<file path="src/include/rv_core_params.svh">
// Width, register count and reset PC macros for the RV64 multicycle core.
`ifndef RV_CORE_PARAMS_SVH
`define RV_CORE_PARAMS_SVH

//--------------------------------------------------------------------------
// Datapath widths.
//--------------------------------------------------------------------------

// One data word, also the PC and immediate width.
`define RV_XLEN 64
`define RV_ILEN 32
`define RV_REG_ADDR_W 5
`define RV_NUM_REGS 32

// RV64 shifts take six bits of shift amount.
`define RV_SHAMT_W 6

//--------------------------------------------------------------------------
// Program counter.
//--------------------------------------------------------------------------
`define RV_RESET_PC 64'h0000_0000_8000_0000
`define RV_INSTR_BYTES 4

`endif

</file>
<file path="src/verilog/rv_core_pkg.sv">
// Vector types and enums for opcodes, ALU ops, operand selects, branches, FSM states.
`default_nettype none

`include "rv_core_params.svh"

package rv_core_pkg;

    typedef logic [`RV_XLEN-1:0]       xlen_t;
    typedef logic [`RV_ILEN-1:0]       instr_t;
    typedef logic [`RV_REG_ADDR_W-1:0] reg_addr_t;

    // Major opcodes that the core executes.
    typedef enum logic [6:0] {
        OPC_OP     = 7'b0110011,
        OPC_OP_IMM = 7'b0010011,
        OPC_LUI    = 7'b0110111,
        OPC_AUIPC  = 7'b0010111,
        OPC_BRANCH = 7'b1100011,
        OPC_JAL    = 7'b1101111
    } opcode_t;

    typedef enum logic [3:0] {
        ALU_ADD, ALU_SUB, ALU_SLL, ALU_SLT, ALU_SLTU,
        ALU_XOR, ALU_SRL, ALU_SRA, ALU_OR, ALU_AND
    } alu_op_t;

    typedef enum logic [1:0] {A_RS1, A_PC, A_ZERO} op_a_sel_t;

    typedef enum logic {B_RS2, B_IMM} op_b_sel_t;

    // BR_JUMP is the unconditional JAL case.
    typedef enum logic [2:0] {
        BR_NONE, BR_EQ, BR_NE, BR_LT, BR_GE, BR_LTU, BR_GEU, BR_JUMP
    } branch_cond_t;

    typedef enum logic [1:0] {
        S_IDLE, S_DECODE, S_EXECUTE, S_RETIRE
    } seq_state_t;

endpackage

`default_nettype wire

</file>
<file path="src/verilog/rv_regfile.sv">
// 32-entry integer register file, two async read ports, one sync write port.
`default_nettype none

`include "rv_core_params.svh"

module rv_regfile
    import rv_core_pkg::*;
(
    input  logic      clk,
    input  logic      i_reset,
    input  reg_addr_t i_rs1,
    input  reg_addr_t i_rs2,
    input  reg_addr_t i_rd,
    input  logic      i_we,
    input  xlen_t     i_wdata,
    output xlen_t     o_rs1_data,
    output xlen_t     o_rs2_data
);

    xlen_t s_regs [`RV_NUM_REGS];

    // Architectural state, so every register starts at zero.
    always_ff @(posedge clk) begin
        if (i_reset) begin
            for (int i = 0; i < `RV_NUM_REGS; i++) begin
                s_regs[i] <= '0;
            end
        end else if (i_we && (i_rd != '0)) begin
            s_regs[i_rd] <= i_wdata;
        end
    end

    // x0 reads as zero.
    assign o_rs1_data = (i_rs1 == '0) ? '0 : s_regs[i_rs1];
    assign o_rs2_data = (i_rs2 == '0) ? '0 : s_regs[i_rs2];

endmodule

`default_nettype wire

</file>
<file path="config.mk">
export PLATFORM = sky130hd
export DESIGN_NAME = rv_regfile
export DESIGN_NICKNAME = d
export VERILOG_FILES = /design/src/verilog/rv_core_pkg.sv /design/src/verilog/rv_regfile.sv
export VERILOG_INCLUDE_DIRS = /design/src /design/src/include
export SDC_FILE = /design/constraint.sdc
export NUM_CORES = 2
export LEC_CHECK = 0
export BUFFER_PORTS_ARGS = -buffer_cell sky130_fd_sc_hd__buf_4
export CELL_PAD_IN_SITES_DETAIL_PLACEMENT = 1
export CELL_PAD_IN_SITES_GLOBAL_PLACEMENT = 2
export CORE_ASPECT_RATIO = 1.25
export CORE_MARGIN = 5
export CORE_UTILIZATION = 51
export DETAILED_ROUTE_END_ITERATION = 12
export PLACE_DENSITY = 0.95
export SLEW_MARGIN = 20
export SYNTH_ARGS = -nofsm -noshare
export SYNTH_HDL_FRONTEND = slang
export SYNTH_SLANG_ARGS = --single-unit
</file>
<file path="constraint.sdc">
create_clock -name clk -period 5.11 [get_ports clk]
set_input_delay 0.511 -clock clk [delete_from_list [all_inputs] [get_ports clk]]
set_output_delay 0.511 -clock clk [all_outputs]
set_load 0.05 [all_outputs]
</file>
-- Word-level counts from Yosys, hierarchy flattened
Memory sizes are Yosys's and may differ from the RTL's.
Index checks and enable logic that the tools add are counted.
- mux-type cells: 10
- reductions and logical operators: 5
- operator list (kind ; number):
    $mux 64 ; 3
    $reduce_or 64->1 ; 1
    $logic_not 5->1 ; 2
    $mux 1 ; 6
    $mux 5 ; 1
    $reduce_bool 5->1 ; 1
    $logic_and 1x1->1 ; 1
- register bits after elaboration: 0
- RAM bits: 2048
- bits of input ports: 82
- word-level logic and storage cells: 16
- memories kept: 1
- memories (memory ; words ; bits a word ; rd ports ; clocked after Yosys merged registers in ; write ports ; line ; source):
    s_regs ; 32 ; 64 ; 2 ; 0 ; 32 ; rv_regfile.sv:20 ; xlen_t s_regs [`RV_NUM_REGS];

-- Logic depth before layout (Yosys ltp)
- word-level depth: 7
- mapped depth: 10

-- Least setup slack after synthesis
Ideal clock, no wire load.
- kind: input -> output
- from: input port i_rs1[0]
- to: output port o_rs1_data[42]
- arrival: 4003 ps
- required time: 4599 ps
- slack: 596 ps
- stages: 9
- buffers on the path: 5
- path through: buf_4 > buf_6 > buf_6 > buf_6 > buf_8 > mux2i_1 > o22ai_1 > a211oi_1 > a2111oi_0
- cells in the longest elaborated chain, start to end: 2
- elaborated cells on any way between the ends: 3
- RTL lines (element ; line ; source):
    from (decl) ; rv_regfile.sv:11 ; input reg_addr_t i_rs1,
    $mem_v2 32x64 or $logic_not 5->1 (tied branches) ; -- ;
    $mux 64 * ; rv_regfile.sv:34 ; assign o_rs1_data = (i_rs1 == '0) ? '0 : s_regs[i_rs1];
    to (decl) ; rv_regfile.sv:16 ; output xlen_t o_rs1_data,
Mark *: on every way between the ends. The rest lies on a longest branch, timed or not.

-- Worst setup path after layout
- from: input port i_rs2[3]
- to: output port o_rs2_data[13]
- cells in the longest elaborated chain, start to end: 2
- elaborated cells on any way between the ends: 3
- RTL lines (element ; line ; source):
    from (decl) ; rv_regfile.sv:12 ; input reg_addr_t i_rs2,
    $mem_v2 32x64 or $logic_not 5->1 (tied branches) ; -- ;
    $mux 64 * ; rv_regfile.sv:35 ; assign o_rs2_data = (i_rs2 == '0) ? '0 : s_regs[i_rs2];
    to (decl) ; rv_regfile.sv:17 ; output xlen_t o_rs2_data
Marked as above.

==> results.ini <==
[yosys]
synth_compound_area_share_pct = 3.75
synthAdderAreaFrac_pct = 0
synth-edff-count = 2048
synthesis.area_um2 = 108000
muxShareOfSynthArea_pct = 23.5
synthArstFlopShare_pct = 0
synth_top_family_by_area = multiplexers
ys_types = 44
syn_area_per_cell_um2 = 15.3
ys_ff_latch = 2048
synth_xor_area_share_pct = 0
yosysSeqAreaShare_pct = 56.8
yosys_warnings = 0
syn_inst = 7055
synth-simple-area-share_pct = 12.8
synth-main-ff-cell = edfxtp_1

[critical_path]
crit_family = simple AND/OR/NAND/NOR gates
max_stage_delay_ns = 0.88
crit_fanout = 43
crit_buf_inv = 3
cp.arrival_ns = 3.94
cp_common_cell = buf_4
crit_chain = buf_6 -> or2_2 -> nor2_1 -> nor2_4 -> buf_4 -> nand2_1 -> o2111ai_1 -> buf_4
critical_path_class = in -> out
cp-start-kind = input port
slowest_stage = nor2_1
required_ns = 4.60
end_kind = output port

[status]
status = complete, no violations

[final_layout]
largest_reg_flops = 2048
final_cell_mix = 2048 x edfxtp_1, 1985 x and2_1, 906 x mux4_2
final_common_cell = edfxtp_1
multi_input_area_um2 = 44000
fin_util_pct = 56.8
fill_cells = 19000
drive_gt1_share_pct = 26.1
top_regs = s_regs (2048)
ff_latch_area_um2 = 61500
top_register = s_regs
final_cell_area_um2 = 120000
layout.nets = 7118
area.growth.synth_to_final_pct = 11.0

[drt]
drtPass1Iterations = 6
dr.first_iter.drc_count = 14000
drc = 0
post_drt_wl_per_cell_um = 44.5
postRouteAntennaNets = 0
viasPerCell = 7.62
vias = 76400
wl_um = 446000

[sta]
tns_ns = 0
final_hold_viol_count = 0
rsz0062_at_grt = false
slew_viol_final = 0
timing.fmax_mhz = 225
final-setup-viol-count = 0
tightest_slew_ns = 1.31
min_period_ns = 4.45
slew_headroom_pct = 12.3
layout_worst_path_cycle_share_pct = 87.2

[pwr]
power_density_nw_per_um2 = 342
p_sw_mw = 11.2
seq_power_share_pct = 48.6
vdd_drop_max_uv = 310
swShare_pct = 27.3
p_clk_share_pct = 36.4
pwr-share-comb_pct = 14.9
total_power_mw = 41.1
p_int_mw = 29.8
total_leakage_power_nw = 41.8

[clock_network]
path_clk_slew_ns = 0.06
cts_tree = yes
cts_resized = 0
cts_buffer_depth = 4
cts.sinks = 2048
hold_buffers = 0
cts_max_level = 4
cts_root_buffer = clkbuf_16
cts_setup_buffers = 0
cts_made_buffers = 205

[grt]
grt_max_degree = 129
overflow = 0
grt_use_total_pct = 39.4
grt_pass1_wl_um = 615000
antenna_found_initial = 79
grt_pass1_vias = 79100

[hold_path]
holdCritPathClass = in -> reg
min-delay-start = i_wdata[47]
min_delay_path_depth = 2
hold_end = s_regs[21][47]$_SDFFCE_PN0P_

[die]
die-area_um2 = 222000
io-pin-count = 210
fp.dieW_um = 422
rows = 189
coreArea_um2 = 212000
die_y_um = 525
start_util_pct = 51.1

[placement]
post-dp-hpwl_um = 263000
gp_congestion = 0.921
placed_area_um2 = 114000
port_buffers = 209

[run]
max-cap-violations = 0

==> logic make-up (layout without fill, tap and decap cells) <==
group	after synthesis	after routing
compound gates	539	539
mux	1391	1391
simple gates	2284	2284
flops	2048	2048
buf+inv	792	865
other cells	1	129
==> synth_stat cells (30+ instances only) <==
cell type,number,area [µm²]
a22oi_1,74,556
a22o_1,30,263
clkbuf_1,575,2160
and3_1,31,194
o2111ai_1,30,263
o211ai_1,30,225
mux2_2,122,1370
buf_4,36,270
mux4_2,906,20400
mux2i_1,363,3630
nor2_1,57,214
o22ai_1,100,626
a32oi_1,30,263
a221oi_1,58,508
a21oi_1,49,245
buf_1,47,176
a21o_1,42,315
or2_2,35,219
o221ai_1,54,473
edfxtp_1,2048,61500
and2_1,1986,12400
nand2_1,108,405
buf_2,107,536
==> metrics by stage <==
| step | cells | hold WS (ns) | worst slack, ns |
|---|---|---|---|
| after floorplan | 7118 | 0.709 | 0.596 |
| after global routing | 9980 | 0.139 | 0.777 |
| after detailed placement | 9597 | 1.02 | 0.979 |
| after global placement | 9595 | 1.00 | 0.861 |
| final | 10000 | 0.132 | 0.656 |
| after CTS | 9959 | 0.105 | 0.962 |
==> power groups by stage <==
stage | sequential (mW) | clock (mW) | combinational, mW
2_1_floorplan | 20.0 | 0 | 3.55
3_3_place_gp | 20.1 | 0 | 5.76
3_5_place_dp | 20.3 | 0 | 5.88
4_1_cts | 19.9 | 14.9 | 5.92
5_1_grt | 20.0 | 15.7 | 6.14
6_report | 20.0 | 15.0 | 6.13
==> area by class of cell <==
| type | instances | share of cell area [%] |
|---|---|---|
| sequential | 2048 | 51.2 |
| timing repair buffer | 501 | 3.95 |
| clock buffer | 254 | 4.47 |
| clock inverter | 108 | 0.756 |
| inverter | 2 | 0.00729 |
| multi-input combinational | 4278 | 36.6 |
| tap | 2769 | 2.88 |
| antenna | 65 | 0.135 |
==> per-layer routing <==
layer	GRT usage, %	share of wire (%)
met2	59.7	45
met3	13.8	15
met4	32.8	9.8
met5	0.216	0.052
met1	45.0	30
==> how the worst max path moves through the flow <==
stage / slack (ns) / start / cells past startpoint / endpoint
2_1_floorplan: 0.60 / i_rs1[0] / 9 / o_rs1_data[42]
3_3_place_gp: 0.86 / i_rs2[3] / 8 / o_rs2_data[34]
3_5_place_dp: 0.98 / i_rs2[3] / 8 / o_rs2_data[59]
4_1_cts: 0.96 / i_rs2[4] / 8 / o_rs2_data[58]
5_1_grt: 0.78 / i_rs1[0] / 8 / o_rs1_data[50]
6_report: 0.66 / i_rs2[3] / 8 / o_rs2_data[13]
Power figures use the tool's default switching activity.
