## src/include/rv_core_params.svh

```systemverilog
// Width, register count and reset PC macros for the RV64 multicycle core.
`ifndef RV_CORE_PARAMS_SVH
`define RV_CORE_PARAMS_SVH

//--------------------------------------------------------------------------
// Datapath widths.
//--------------------------------------------------------------------------

// One data word, also the PC and immediate width.
`define RV_XLEN 64
`define RV_ILEN 32
`define RV_REG_ADDR_W 5
`define RV_NUM_REGS 32

// RV64 shifts take six bits of shift amount.
`define RV_SHAMT_W 6

//--------------------------------------------------------------------------
// Program counter.
//--------------------------------------------------------------------------
`define RV_RESET_PC 64'h0000_0000_8000_0000
`define RV_INSTR_BYTES 4

`endif

```

## src/verilog/rv_core_pkg.sv

```systemverilog
// Vector types and enums for opcodes, ALU ops, operand selects, branches, FSM states.
`default_nettype none

`include "rv_core_params.svh"

package rv_core_pkg;

    typedef logic [`RV_XLEN-1:0]       xlen_t;
    typedef logic [`RV_ILEN-1:0]       instr_t;
    typedef logic [`RV_REG_ADDR_W-1:0] reg_addr_t;

    // Major opcodes that the core executes.
    typedef enum logic [6:0] {
        OPC_OP     = 7'b0110011,
        OPC_OP_IMM = 7'b0010011,
        OPC_LUI    = 7'b0110111,
        OPC_AUIPC  = 7'b0010111,
        OPC_BRANCH = 7'b1100011,
        OPC_JAL    = 7'b1101111
    } opcode_t;

    typedef enum logic [3:0] {
        ALU_ADD, ALU_SUB, ALU_SLL, ALU_SLT, ALU_SLTU,
        ALU_XOR, ALU_SRL, ALU_SRA, ALU_OR, ALU_AND
    } alu_op_t;

    typedef enum logic [1:0] {A_RS1, A_PC, A_ZERO} op_a_sel_t;

    typedef enum logic {B_RS2, B_IMM} op_b_sel_t;

    // BR_JUMP is the unconditional JAL case.
    typedef enum logic [2:0] {
        BR_NONE, BR_EQ, BR_NE, BR_LT, BR_GE, BR_LTU, BR_GEU, BR_JUMP
    } branch_cond_t;

    typedef enum logic [1:0] {
        S_IDLE, S_DECODE, S_EXECUTE, S_RETIRE
    } seq_state_t;

endpackage

`default_nettype wire

```

## src/verilog/rv_retire.sv

```systemverilog
// Branch resolution, PC register, next PC and link, registered writeback report.
`default_nettype none

`include "rv_core_params.svh"

module rv_retire
    import rv_core_pkg::*;
(
    input  logic         clk,
    input  logic         i_reset,
    input  logic         i_retire,
    input  branch_cond_t i_branch_cond,
    input  logic         i_writes_rd,
    input  logic         i_illegal,
    input  reg_addr_t    i_rd,
    input  xlen_t        i_result,
    input  xlen_t        i_imm,
    input  logic         i_eq,
    input  logic         i_lt,
    input  logic         i_ltu,
    output xlen_t        o_pc,
    output logic         o_wb_valid,
    output logic         o_wb_we,
    output reg_addr_t    o_wb_rd,
    output xlen_t        o_wb_data,
    output logic         o_illegal
);

    logic  s_taken;
    xlen_t s_link;
    xlen_t s_next_pc;

    always_comb begin
        case (i_branch_cond)
            BR_EQ:   s_taken = i_eq;
            BR_NE:   s_taken = !i_eq;
            BR_LT:   s_taken = i_lt;
            BR_GE:   s_taken = !i_lt;
            BR_LTU:  s_taken = i_ltu;
            BR_GEU:  s_taken = !i_ltu;
            BR_JUMP: s_taken = 1'b1;
            default: s_taken = 1'b0;
        endcase
    end

    assign s_link    = o_pc + xlen_t'(`RV_INSTR_BYTES);
    assign s_next_pc = s_taken ? (o_pc + i_imm) : s_link;

    // Report lasts one cycle. The register file commits on the following edge.
    always_ff @(posedge clk) begin
        if (i_reset) begin
            o_pc       <= `RV_RESET_PC;
            o_wb_valid <= 1'b0;
            o_wb_we    <= 1'b0;
            o_illegal  <= 1'b0;
        end else begin
            o_wb_valid <= i_retire;
            o_wb_we    <= i_retire && i_writes_rd;
            o_illegal  <= i_retire && i_illegal;
            if (i_retire) begin
                o_pc <= s_next_pc;
            end
        end
    end

    // Report payload.
    always_ff @(posedge clk) begin
        if (i_retire) begin
            o_wb_rd   <= i_rd;
            o_wb_data <= (i_branch_cond == BR_JUMP) ? s_link : i_result;
        end
    end

endmodule

`default_nettype wire

```

## config.mk

```make
export PLATFORM = sky130hd
export DESIGN_NAME = rv_retire
export DESIGN_NICKNAME = d
export VERILOG_FILES = /design/src/verilog/rv_core_pkg.sv /design/src/verilog/rv_retire.sv
export VERILOG_INCLUDE_DIRS = /design/src /design/src/include
export SDC_FILE = /design/constraint.sdc
export NUM_CORES = 1
export LEC_CHECK = 0
export BUFFER_PORTS_ARGS = -buffer_cell sky130_fd_sc_hd__buf_2
export CAP_MARGIN = 0
export CELL_PAD_IN_SITES_DETAIL_PLACEMENT = 0
export CELL_PAD_IN_SITES_GLOBAL_PLACEMENT = 1
export CORE_MARGIN = 2
export CORE_UTILIZATION = 40
export CTS_CLUSTER_DIAMETER = 40
export DETAILED_ROUTE_END_ITERATION = 10
export HOLD_SLACK_MARGIN = 0.02
export PLACE_DENSITY_LB_ADDON = 0.3
export SETUP_SLACK_MARGIN = 0.1
export SLEW_MARGIN = 20
export SYNTH_ARGS = -nofsm -noshare
export SYNTH_HDL_FRONTEND = slang
export SYNTH_SLANG_ARGS = --single-unit
```

## constraint.sdc

```tcl
create_clock -name clk -period 3.3 [get_ports clk]
set_input_delay 0.495 -clock clk [delete_from_list [all_inputs] [get_ports clk]]
set_output_delay 0.495 -clock clk [all_outputs]
set_load 0.01 [all_outputs]
```

After elaboration in Yosys (flattened, before gate mapping). Index checks and enable logic that the tools add are counted.

Bits in registers: 136. Output and inout bits: 136. Logic and storage cells: 23.

$add $sub $neg: 2. Equality and inequality tests: 7. Multiplexer cells: 3. Reduce and logical (&&, ||, !) cells: 5.

Operators with widths (count): two-way mux 64 bit (2); adder 64 x 3 -> 64 bit, second input constant (1); adder 64 bit (1); == test 3 bit, second input constant (4); case mux 1 bit (7 select lines) (1); == test 3 x 2 -> 1 bit, second input constant (2); == test 3 x 1 -> 1 bit, second input constant (1); zero test 1 bit (3); logical AND 1 bit (2).

Longest topological paths before layout.
Depth after elaboration: 3. Gate-level depth with buffers: 12.

Least setup slack after synthesis. OpenSTA, ideal clock, no wires.

Kind: reg-to-reg. Start: register o_pc[11]. End: register o_pc[50]. Setup time: 0.128 ns. Arrival: 2.849 ns. Required time: 3.172 ns. Slack: 0.323 ns. Stages on the path, launching flop included: 12. Buffers on the path: 2. Clock period less this slack: 2.977 ns. Cell sequence: dfxtp_1 clkbuf_1 nand4_1 or4_4 buf_6 or4_4 nor3_1 and3_1 mux2i_1 nor2_1 a221oi_1 nor2_1.

Word-level cells in the longest chain between the ends: 2. Elaborated cells on any way between the ends: 3. Those cells by class: 2 x add/sub; 1 x mux.

RTL lines: from (decl) (RTL line rv_retire.sv:21) `output xlen_t o_pc,`; from (signal assigned) (RTL line rv_retire.sv:52) `` o_pc <= `RV_RESET_PC; ``; from (signal assigned) (RTL line rv_retire.sv:61) `o_pc <= s_next_pc;`; adder 64 x 3 -> 64 bit or adder 64 bit (tied branches) (RTL line rv_retire.sv:46, rv_retire.sv:47); two-way mux 64 bit (*) (RTL line rv_retire.sv:47) `assign s_next_pc = s_taken ? (o_pc + i_imm) : s_link;`.

Mark *: on every way between the ends. The rest lies on a longest branch, timed or not. A chain may end at the register's enable or synchronous reset.

Worst setup path after layout.
Start: register o_pc[13]. End: register o_pc[48].

Same word-level chain as after synthesis.

==> impl_metrics.yaml <==
sta:
  grt_setup_unrepaired: "yes"
  finalClockSkew_ns: 0.0134
  finalHoldViolCount: 0
  clock.fmax_ghz: 0.325
  period_share_pct: 93.4
  tns_ns: 0
  timing.final.ws_setup_ns: 0.219
  tightestPinTransition_ns: 0.705
  drv_slew: 0
  min_period_ns: 3.08
  slew_headroom_pct: 53.0
  final-setup-viol-count: 0
pwr:
  leakagePower_nw: 6.07
  peakVddDrop_uv: 384
  totalPowerFinal_w: 0.00650
  seq_power_share_pct: 33.0
  p_per_area_nw_per_um2: 458
  power.internal_w: 0.00412
  p_comb_share_pct: 35.3
  pwr-share-clk_pct: 31.7
  p_sw_w: 0.00238
  switching_share_pct: 36.6
min_path:
  worstHoldPathCells: 1
  holdCritPathClass: "in2reg"
  hold_path.startpoint: "i_rd[2]"
  holdPathEnd: "o_wb_rd[2]"
detailed_routing:
  via_per_inst: 5.78
  wl_per_cell_um: 20.5
  drtIter0Drc: 1667
  vias: 12500
  ant_nets: 0
  dr.pass1.iters: 6
  drc_errors: 0
  routed_wl_mm: 44.4
setup_path:
  regToRegEndpoint: "o_pc[48]"
  cp-end-kind: "flip-flop"
  reg2reg_slack_ns: 0.22
  worst-setup-path-type: "reg2reg"
  start_kind: "flip-flop"
  critical_path.max_fanout: 7
  critical_path.top_delay_family: "compound AO/OA/AOI/OAI gates"
  crit_path_max_incr_delay_ns: 0.47
  reg2reg_from: "o_pc[13]"
  crit_top_cell: "o21ai_0"
  critPathBufInv: 0
  cp.arrival_ns: 3.42
  worstPathRequired_ns: 3.64
  crit_chain: "ha_1, a21oi_1, o21ai_0, a31oi_1, o221ai_1, o21ai_0, nand3_1, xnor2_1, a221oi_1"
  crit_cells: 9
  slowest_stage: "o21ai_0"
  reg2reg_depth: 9
logic_synthesis:
  ys_warn_count: 0
  syn_avg_cell_area_um2: 7.66
  synth_edf_count: 69
  yosysSeqAreaShare_pct: 30.4
  syn_inst: 1466
  netlist_area_um2: 11200
  async_flop_share_pct: 0
  yosysUniqueCellTypes: 71
  synth_seq_cells: 136
  synth_flop_cell: "edfxtp_1"
  syn-num-nets: 1675
job:
  maxCapViolations: 0
global_route:
  grt_pass1_wl_mm: 64.7
  grt_max_degree: 75
  grt.overflow.total: 0
  grt_use_total_pct: 29.2
  antenna_found_initial: 0
  grt_pass1_vias: 11000
floorplan:
  row_count: 61
  core_area_um2: 27700
  die-area_um2: 29400
  start_util_pct: 40.5
  io_pins: 280
  die_h_um: 172
  die_x_um: 172
clock_tree:
  numCtsBuffers: 17
  clk_path_buf_depth: 2
  insertion_delay_ns: 0.44
  h-tree-depth: 4
  cts_sinks: 136
  cts-root-buf: "clkbuf_16"
  clkTransAtPathRegs_ns: 0.06
  cts-hold-fix-buffers: 0
  cts_tree: "built"
placed_design:
  io_buffer_count: 279
  gp_congestion: 0.952
  place_ws_ns: -0.0526
  hpwlAfterDp_mm: 35.4
finish:
  synthToLayoutAreaGrowth_pct: 26.5
  layout_commonest_cell: "buf_2"
  nNetsFinal: 1984
  drive_above_1_share_pct: 24.6
  final_cell_mix: "278 x buf_2, 198 x nand2_1, 159 x o21ai_0, 146 x a21oi_1, 114 x nor2_1"
  multi_input_area_um2: 7420
  fin_util_pct: 51.3
  fillers: 2767
  diodes: 0
  seq_area_um2: 3420
run_status:
  status: "finished clean"
==> Yosys cell counts, drive strengths merged (25+ instances only) <==
cell	n	area share [%]
nand2	198	6.6
o21ai	163	7.3
a21oi	146	6.5
nor2	117	4.0
clkbuf	77	2.6
edfxtp	69	18
dfxtp	67	12
ha	64	7.1
xnor2	60	4.7
xor2	46	3.6
nand3	44	2.0
nand4	44	2.6
inv	41	1.4
nor3	41	1.8
a21o	25	1.7
==> worst register-to-register path, cell delays in order (launching register included) <==
cell and delay [ns]:
dfxtp_1 0.46, ha_1 0.35, a21oi_1 0.26, o21ai_0 0.21, a31oi_1 0.28, o221ai_1 0.23, o21ai_0 0.47, nand3_1 0.22
xnor2_1 0.22, a221oi_1 0.29
==> repair_timing <==
item,in CTS,in global routing
resized for setup,1,16
endpoints found under the setup margin,1,21
buffers inserted,0,0
==> layout make-up <==
type | instances | area share, %
well taps | 378 | 3.33
inverters | 41 | 1.08
flip-flops and latches | 136 | 24.0
repair buffers | 373 | 14.9
clock inverters | 12 | 1.25
multi-input cells | 1206 | 52.2
clock buffers | 20 | 3.14
==> cells by family (layout without fill, tap and decap cells) <==
group                    Yosys count  in the layout  synth area share [%]
AND/OR/NAND/NOR                  537            537                  22.6
AO/OA/AOI/OAI                    489            489                  26.4
flip-flops                       136            136                  30.4
buffers and inverters            124            446                  4.22
XOR/XNOR                         106            106                  8.26
adder cells (fa/ha/maj)           65             65                  7.31
multiplexers                       9              9                 0.824
==> worst max path at each step <==
stage	startpoint	endpoint	slack, ns
2_1_floorplan	o_pc[11]	o_pc[50]	0.32
3_3_place_gp	i_imm[15]	o_pc[59]	-0.008
3_5_place_dp	i_imm[15]	o_pc[59]	-0.05
4_1_cts	o_pc[15]	o_pc[56]	0.15
5_1_grt	o_pc[16]	o_pc[59]	0.09
6_report	o_pc[13]	o_pc[48]	0.22
==> layer usage <==
layer / vias to the layer above / share of wire, % / track usage, %
met5: - / 0 / 0
met4: 0 / 1.7 / 6.78
met3: 51 / 9.7 / 4.97
met2: 634 / 40 / 40.7
met1: 5823 / 49 / 45.9
li1: 6021 / - / -
==> metrics by stage <==
step	cells	hold slack, ns	cell area, µm²
floorplan	1466	0.506	11200
global placement	2134	0.491	13500
detailed placement	2134	0.494	13500
CTS	2166	0.231	14200
global route	2166	0.234	14200
finish	2166	0.243	14200
==> power groups by stage <==
| stage | clock, W | combinational, W | sequential (W) |
|---|---|---|---|
| 2_1_floorplan | 0 | 0.00127 | 0.00220 |
| 3_3_place_gp | 0 | 0.00222 | 0.00216 |
| 3_5_place_dp | 0 | 0.00223 | 0.00217 |
| 4_1_cts | 0.00209 | 0.00225 | 0.00213 |
| 5_1_grt | 0.00215 | 0.00251 | 0.00216 |
| 6_report | 0.00206 | 0.00230 | 0.00214 |
==> registers in the layout, summed over array words and instances, names as in the netlist <==
name and flops:
o_illegal 1, o_pc 64, o_wb_data 64, o_wb_valid 1, o_wb_we 1, o_wb_rd 5
Power figures use the tool's default switching activity.
