`config.mk`:
```
export PLATFORM = sky130hd
export DESIGN_NAME = rv_execute
export DESIGN_NICKNAME = d
export VERILOG_FILES = /design/src/verilog/rv_core_pkg.sv /design/src/verilog/rv_execute.sv
export VERILOG_INCLUDE_DIRS = /design/src /design/src/include
export SDC_FILE = /design/constraint.sdc
export NUM_CORES = 1
export LEC_CHECK = 0
export BUFFER_PORTS_ARGS = -buffer_cell sky130_fd_sc_hd__buf_2
export CELL_PAD_IN_SITES_DETAIL_PLACEMENT = 1
export CELL_PAD_IN_SITES_GLOBAL_PLACEMENT = 2
export CORE_ASPECT_RATIO = 1.1
export CORE_UTILIZATION = 40
export DETAILED_ROUTE_END_ITERATION = 8
export PLACE_DENSITY = 0.94
export SETUP_SLACK_MARGIN = 0.15
export SKIP_CTS_REPAIR_TIMING = 1
export SYNTH_ARGS = -nofsm -noshare
export SYNTH_HDL_FRONTEND = slang
export SYNTH_SLANG_ARGS = --single-unit
```
`constraint.sdc`:
```
create_clock -name clk -period 15.2 [get_ports clk]
set_input_delay 2.28 -clock clk [delete_from_list [all_inputs] [get_ports clk]]
set_output_delay 2.28 -clock clk [all_outputs]
set_load 0.01 [all_outputs]
```
`src/include/rv_core_params.svh`:
```
// Width, register count and reset PC macros for the RV64 multicycle core.
`ifndef RV_CORE_PARAMS_SVH
`define RV_CORE_PARAMS_SVH

//--------------------------------------------------------------------------
// Datapath widths.
//--------------------------------------------------------------------------

// One data word, also the PC and immediate width.
`define RV_XLEN 64
`define RV_ILEN 32
`define RV_REG_ADDR_W 5
`define RV_NUM_REGS 32

// RV64 shifts take six bits of shift amount.
`define RV_SHAMT_W 6

//--------------------------------------------------------------------------
// Program counter.
//--------------------------------------------------------------------------
`define RV_RESET_PC 64'h0000_0000_8000_0000
`define RV_INSTR_BYTES 4

`endif

```
`src/verilog/rv_core_pkg.sv`:
```
// Vector types and enums for opcodes, ALU ops, operand selects, branches, FSM states.
`default_nettype none

`include "rv_core_params.svh"

package rv_core_pkg;

    typedef logic [`RV_XLEN-1:0]       xlen_t;
    typedef logic [`RV_ILEN-1:0]       instr_t;
    typedef logic [`RV_REG_ADDR_W-1:0] reg_addr_t;

    // Major opcodes that the core executes.
    typedef enum logic [6:0] {
        OPC_OP     = 7'b0110011,
        OPC_OP_IMM = 7'b0010011,
        OPC_LUI    = 7'b0110111,
        OPC_AUIPC  = 7'b0010111,
        OPC_BRANCH = 7'b1100011,
        OPC_JAL    = 7'b1101111
    } opcode_t;

    typedef enum logic [3:0] {
        ALU_ADD, ALU_SUB, ALU_SLL, ALU_SLT, ALU_SLTU,
        ALU_XOR, ALU_SRL, ALU_SRA, ALU_OR, ALU_AND
    } alu_op_t;

    typedef enum logic [1:0] {A_RS1, A_PC, A_ZERO} op_a_sel_t;

    typedef enum logic {B_RS2, B_IMM} op_b_sel_t;

    // BR_JUMP is the unconditional JAL case.
    typedef enum logic [2:0] {
        BR_NONE, BR_EQ, BR_NE, BR_LT, BR_GE, BR_LTU, BR_GEU, BR_JUMP
    } branch_cond_t;

    typedef enum logic [1:0] {
        S_IDLE, S_DECODE, S_EXECUTE, S_RETIRE
    } seq_state_t;

endpackage

`default_nettype wire

```
`src/verilog/rv_execute.sv`:
```
// Operand registers, operand selects, ALU, registered result and compare flags.
`default_nettype none

`include "rv_core_params.svh"

module rv_execute
    import rv_core_pkg::*;
(
    input  logic      clk,
    input  logic      i_reset,
    input  logic      i_operand_en,
    input  logic      i_alu_en,
    input  xlen_t     i_rs1_data,
    input  xlen_t     i_rs2_data,
    input  xlen_t     i_imm,
    input  xlen_t     i_pc,
    input  alu_op_t   i_alu_op,
    input  op_a_sel_t i_op_a_sel,
    input  op_b_sel_t i_op_b_sel,
    output xlen_t     o_result,
    output logic      o_eq,
    output logic      o_lt,
    output logic      o_ltu
);

    xlen_t                  s_reg_data_1;
    xlen_t                  s_reg_data_2;
    xlen_t                  s_reg_imm;
    xlen_t                  s_src_a;
    xlen_t                  s_src_b;
    xlen_t                  s_alu_result;
    logic [`RV_SHAMT_W-1:0] s_shamt;
    logic                   s_eq;
    logic                   s_lt;
    logic                   s_ltu;

    // Operand registers.
    always_ff @(posedge clk) begin
        if (i_operand_en) begin
            s_reg_data_1 <= i_rs1_data;
            s_reg_data_2 <= i_rs2_data;
            s_reg_imm    <= i_imm;
        end
    end

    //--------------------------------------------------------------------------
    // Operand selects and ALU.
    //--------------------------------------------------------------------------
    always_comb begin
        case (i_op_a_sel)
            A_PC:    s_src_a = i_pc;
            A_ZERO:  s_src_a = '0;
            default: s_src_a = s_reg_data_1;
        endcase
    end

    assign s_src_b = (i_op_b_sel == B_IMM) ? s_reg_imm : s_reg_data_2;
    assign s_shamt = s_src_b[`RV_SHAMT_W-1:0];

    // Compare flags, used by SLT/SLTU and by branch resolution.
    assign s_eq  = (s_src_a == s_src_b);
    assign s_lt  = ($signed(s_src_a) < $signed(s_src_b));
    assign s_ltu = (s_src_a < s_src_b);

    always_comb begin
        case (i_alu_op)
            ALU_SUB:  s_alu_result = s_src_a - s_src_b;
            ALU_SLL:  s_alu_result = s_src_a << s_shamt;
            ALU_SLT:  s_alu_result = {{(`RV_XLEN-1){1'b0}}, s_lt};
            ALU_SLTU: s_alu_result = {{(`RV_XLEN-1){1'b0}}, s_ltu};
            ALU_XOR:  s_alu_result = s_src_a ^ s_src_b;
            ALU_SRL:  s_alu_result = s_src_a >> s_shamt;
            ALU_SRA:  s_alu_result = $signed(s_src_a) >>> s_shamt;
            ALU_OR:   s_alu_result = s_src_a | s_src_b;
            ALU_AND:  s_alu_result = s_src_a & s_src_b;
            default:  s_alu_result = s_src_a + s_src_b;
        endcase
    end

    // Result register.
    always_ff @(posedge clk) begin
        if (i_reset) begin
            o_result <= '0;
            o_eq     <= 1'b0;
            o_lt     <= 1'b0;
            o_ltu    <= 1'b0;
        end else if (i_alu_en) begin
            o_result <= s_alu_result;
            o_eq     <= s_eq;
            o_lt     <= s_lt;
            o_ltu    <= s_ltu;
        end
    end

endmodule

`default_nettype wire

```
Yosys cells after proc, flatten, opt, wreduce, memory -nomap -nowiden --
Cells that the tools add are included.
Storage, ports and cells: register bits after elaboration 259, input port bits 267, logic and storage cells 32
Operators by class: add/sub/neg operators 2, $lt $le $gt $ge 2, eq/ne operators 12, shift-type cells 3, mux-type cells 3, bitwise logic cells 3
Operators with widths (number):
- 64-bit case mux with 9 select lines | 1
- 64-bit less-than comparator | 2
- 64-bit case mux with 2 select lines | 1
- 64-bit adder | 1
- 64-bit bitwise AND | 1
- 64-bit == test | 1
- 64-bit two-way mux | 1
- 64-bit OR | 1
- 64-bit by 6-bit << shifter with 64-bit output | 1
- 64-bit by 6-bit >> shifter with 64-bit output | 1
- 64-bit by 6-bit >>> shifter with 64-bit output | 1
- 64-bit subtractor | 1
- 64-bit XOR | 1
- 4-bit by 3-bit == test with 1-bit output (second input constant) | 4
- 4-bit by 2-bit == test with 1-bit output (second input constant) | 2
- 4-bit == test (second input constant) | 2
- 4-bit by 1-bit == test with 1-bit output (second input constant) | 1
- 2-bit by 1-bit == test with 1-bit output (second input constant) | 1
- 2-bit == test (second input constant) | 1

Longest topological paths before layout --
depth after elaboration 4, mapped depth 23, depth with buffers taken out 18

Worst setup path after synthesis --
OpenSTA, ideal clock, no wires.
kind input to register, from in i_op_b_sel, to reg o_result[53], setup time 135 ps, arrival 6728 ps, data required time 15065 ps, slack 8337 ps, stages on the path 17, path through buf_6 -> mux2i_1 -> clkbuf_1 -> clkbuf_1 -> clkbuf_1 -> clkbuf_1 -> ha_1 -> inv_1 -> a31oi_1 -> a211oi_1 -> or2_2 -> a21oi_1 -> o41ai_1 -> o21ai_0 -> a221o_1 -> o21ai_0 -> a311oi_1
Between the ends: longest elaborated chain between the ends 3, elaborated cells on any way between the ends 10, those cells by class add/sub (2); shift (3); mux (2); bitwise (3)
Ends and longest elaborated chain:
- from (decl) | line rv_execute.sv:19 | input op_b_sel_t i_op_b_sel,
- 64-bit two-way mux (*) | line rv_execute.sv:57 | assign s_src_b = (i_op_b_sel == B_IMM) ? s_reg_imm : s_reg_data_2;
- 64-bit adder, or another cell as far along | line rv_execute.sv:76 | default: s_alu_result = s_src_a + s_src_b;
- 64-bit case mux with 9 select lines (*) | line rv_execute.sv:66 | case (i_alu_op)
- to (signal assigned) | line rv_execute.sv:88 | o_result <= s_alu_result;
- to (decl) | line rv_execute.sv:20 | output xlen_t o_result,
Every way passes the cells marked *; elsewhere a longest branch is shown, timed or not. A chain may end at the register's enable or synchronous reset.

Final worst setup path --
from in i_op_a_sel[1], to reg o_result[59]
Between the ends: longest elaborated chain between the ends 4, elaborated cells on any way between the ends 12, those cells by class add/sub (2); eq/ne (2); shift (3); mux (2); bitwise (3)
Ends and longest elaborated chain:
- from (decl) | line rv_execute.sv:18 | input op_a_sel_t i_op_a_sel,
- 2-bit == test or 2-bit by 1-bit == test with 1-bit output (tied branches) | line rv_execute.sv:50 | case (i_op_a_sel)
- 64-bit case mux with 2 select lines (*) | line rv_execute.sv:50
- 64-bit adder, or another cell as far along | line rv_execute.sv:76
- 64-bit case mux with 9 select lines (*) | line rv_execute.sv:66
Marked as above.

==> flow_summary.ini <==
[critical_path]
required_ns = 15.71
rrSetupSlack_ns = 9.07
crit_type = in -> reg
critPathArrivalTime_ns = 8.91
reg2reg_to = o_result[59]
crit_path_start_kind = primary input
cpMostUsedCell = buf_4
path_cells = buf_2 -> inv_1 -> ha_2 -> buf_4 -> nor2b_4 -> buf_4 -> a22o_1 -> ha_1 -> nor4_1 -> nand3_1 -> nor2_1 -> o311ai_1 -> a31oi_1 -> o31ai_1 -> o41ai_1 -> xnor2_1 -> o221a_2 -> a211oi_1
cp_max_fo = 61
max_stage_delay_ns = 0.74
r2r-start = s_reg_data_2[1]
end_kind = flip-flop
startpoint = i_op_a_sel[1]
cp_slowest_cell = a31oi_1
reg2reg_depth = 14

[global_route]
antenna_found_initial = 16
grt_pass1_vias = 34000
overflow = 0
grt_pass1_wl_um = 253000
grt_max_degree = 117
grt.total_usage = 0.448

[synth]
synth-seq-cells = 259
yosysMostFrequentCell = nor2_1
synth_area_leaders = edfxtp_1, mux4_2, ha_1
async_flop_share = 0
ys_types = 95
synth_edf_count = 192
synth_top_area_frac = 0.185
ys_top_cells_by_count = nor2_1, a21oi_1, nand2_1
synth-seq-area-share = 0.228
syn-instance-count = 3719
yosys_warnings = 0
ys.flop_type = edfxtp_1
synth_fp_nets = 4182
syn_area_mm2 = 0.0311
postSynthAreaPerCell_um2 = 8.37
netlist.top_cell.by_area = edfxtp_1

[job]
drv_cap = 1

[cts]
cts_tree = done
worstSkewPairLatency_ns = 0.62
clockBufferDepth = 3
numCtsBuffers = 34
htreeDepth = 2
path_clk_slew_ns = 0.06
clkSinkCount = 259
root_buffer = clkbuf_16

[die]
core-area_mm2 = 0.0765
io_pins = 334
die_area_mm2 = 0.0789
die_w_um = 268
initial_utilization = 0.407
fp.dieH_um = 295
rows = 106

[timing]
rsz0062_at_grt = no
max_freq_ghz = 0.119
min_period_over_period = 0.552
worst_pin_slew_ns = 1.53
setup_tns_ns = 0
finClkSkew_ns = 0.0378
worst_slack_ns = 6.80
setup_viol = 0
max_slew_margin = -0.0296
final_hold_viol_count = 0
slew_viol_final = 3
min_period_ns = 8.40

[detailed_routing]
drt-wirelength-per-cell_um = 36.7
drc = 0
routed_via_density = 6.96
dr.pass1.iters = 7
first_iter_violations = 4250
wl_um = 181000
postRouteAntennaNets = 0
num_vias = 34400

[status]
status = finished, violations left
violations = capacitance limit, slew limit

[min_path]
hold_path.startpoint = o_result[21]
min_to = o_result[21]
whs_path_depth = 2
hp-class = reg -> reg

[layout]
fillCellCount = 9166
area_growth_pct = 11.1
final_nets = 4345
drive_gt1_frac = 0.187

[placed_design]
hpwl_um = 143000
portBuffers = 333
post-place-ws_ns = 6.50
gp_congestion = 1.06

[power_and_ir_drop]
power_density_mw_per_mm2 = 106
vdd_drop_max_uv = 97.3
power.leakage_nw = 13.9
-- worst max-delay path by stage --
stage | end | cells past startpoint
4_1_cts | o_result[59] | 19
6_report | o_result[59] | 18
3_5_place_dp | o_result[59] | 19
2_1_floorplan | o_result[53] | 17
5_1_grt | o_result[39] | 19
3_3_place_gp | o_result[59] | 19
-- sequential cells by signal, summed over array words and instances, names as in the netlist --
| name | flops |
|---|---|
| o_result | 64 |
| s_reg_data_1 | 64 |
| s_reg_data_2 | 64 |
| s_reg_imm | 64 |
| o_eq | 1 |
| o_lt | 1 |
| o_ltu | 1 |
-- routing by layer --
layer | track usage | vias up | part of all wire
met2 | 0.692 | 2232 | 0.44
met5 | 0 | - | 0.00050
met4 | 0.362 | 14 | 0.096
met1 | 0.532 | 17000 | 0.37
li1 | - | 14400 | -
met3 | 0.105 | 677 | 0.093
-- per-stage QoR --
| stage | util | instance area, um^2 | std cells | hold WS (ns) | power, mW |
|---|---|---|---|---|---|
| 6_report | 0.452 | 34600 | 4940 | 0.446 | 3.66 |
| 5_1_grt | 0.452 | 34600 | 4937 | 0.495 | 3.75 |
| 4_1_cts | 0.452 | 34600 | 4934 | 0.452 | 3.58 |
| 3_5_place_dp | 0.438 | 33500 | 4872 | 0.444 | 2.78 |
| 3_3_place_gp | 0.438 | 33500 | 4872 | 0.429 | 2.77 |
| 2_1_floorplan | - | 31100 | 3719 | 0.463 | 2.04 |
-- kinds of logic (layout without fill, tap and decap cells) --
| group | count (synthesis) | after routing | share of synthesized area |
|---|---|---|---|
| DFF | 259 | 259 | 0.228 |
| other | 0 | 6 | 0 |
| AOI/OAI and AO/OA | 1257 | 1257 | 0.270 |
| muxes | 398 | 398 | 0.184 |
| buffers and inverters | 499 | 688 | 0.0690 |
| and+or+nand+nor | 1065 | 1065 | 0.156 |
| xor gates and xnor gates | 45 | 45 | 0.0127 |
| adders and majority gates | 196 | 196 | 0.0793 |
-- report_power, final --
part | total (mW) | internal (mW) | leakage [nW] | switching (mW)
Sequential | 0.876 | 0.828 | 2.43 | 0.0486
Combinational | 1.99 | 0.622 | 10.9 | 1.37
Clock | 0.790 | 0.421 | 0.500 | 0.369
-- critical path, delay by kind of cell --
family          cells  cell delay [ns]
simple gates        4             1.15
compound gates      7             2.89
fa+ha+maj           2             1.31
buf+inv             4             1.08
xor+xnor            1             0.15
-- cells in the final DEF (no fill, tap or decap), drive strengths merged, types with 23 or more instances in the layout --
cell type,count
ha,194
mux2,85
xnor2,42
o22ai,37
o211ai,68
a22oi,23
o221ai,27
nor3,82
nand2b,32
nand3,61
a31oi,34
clkbuf,44
a221oi,37
nand2,280
and2,77
a21o,28
a22o,53
a211oi,76
o31ai,40
buf,422
edfxtp,192
a311oi,26
dfxtp,67
o21bai,33
nor2,396
nor4,29
mux4,128
mux2i,185
o21ai,262
inv,198
a21oi,313
nand4,23
-- area by class of cell --
cell class | instances | area, um^2 | share of cell area
flip-flops and latches | 259 | 7110 | 0.206
repair buffers | 423 | 2380 | 0.0689
clock buffers | 43 | 885 | 0.0256
clock inverters | 19 | 159 | 0.00460
multi-input cells | 2961 | 22000 | 0.635
well taps | 1026 | 1280 | 0.0371
inverters | 203 | 772 | 0.0223
diodes | 6 | 15.0 | 0.000434
(Power assumes the default switching activity.)
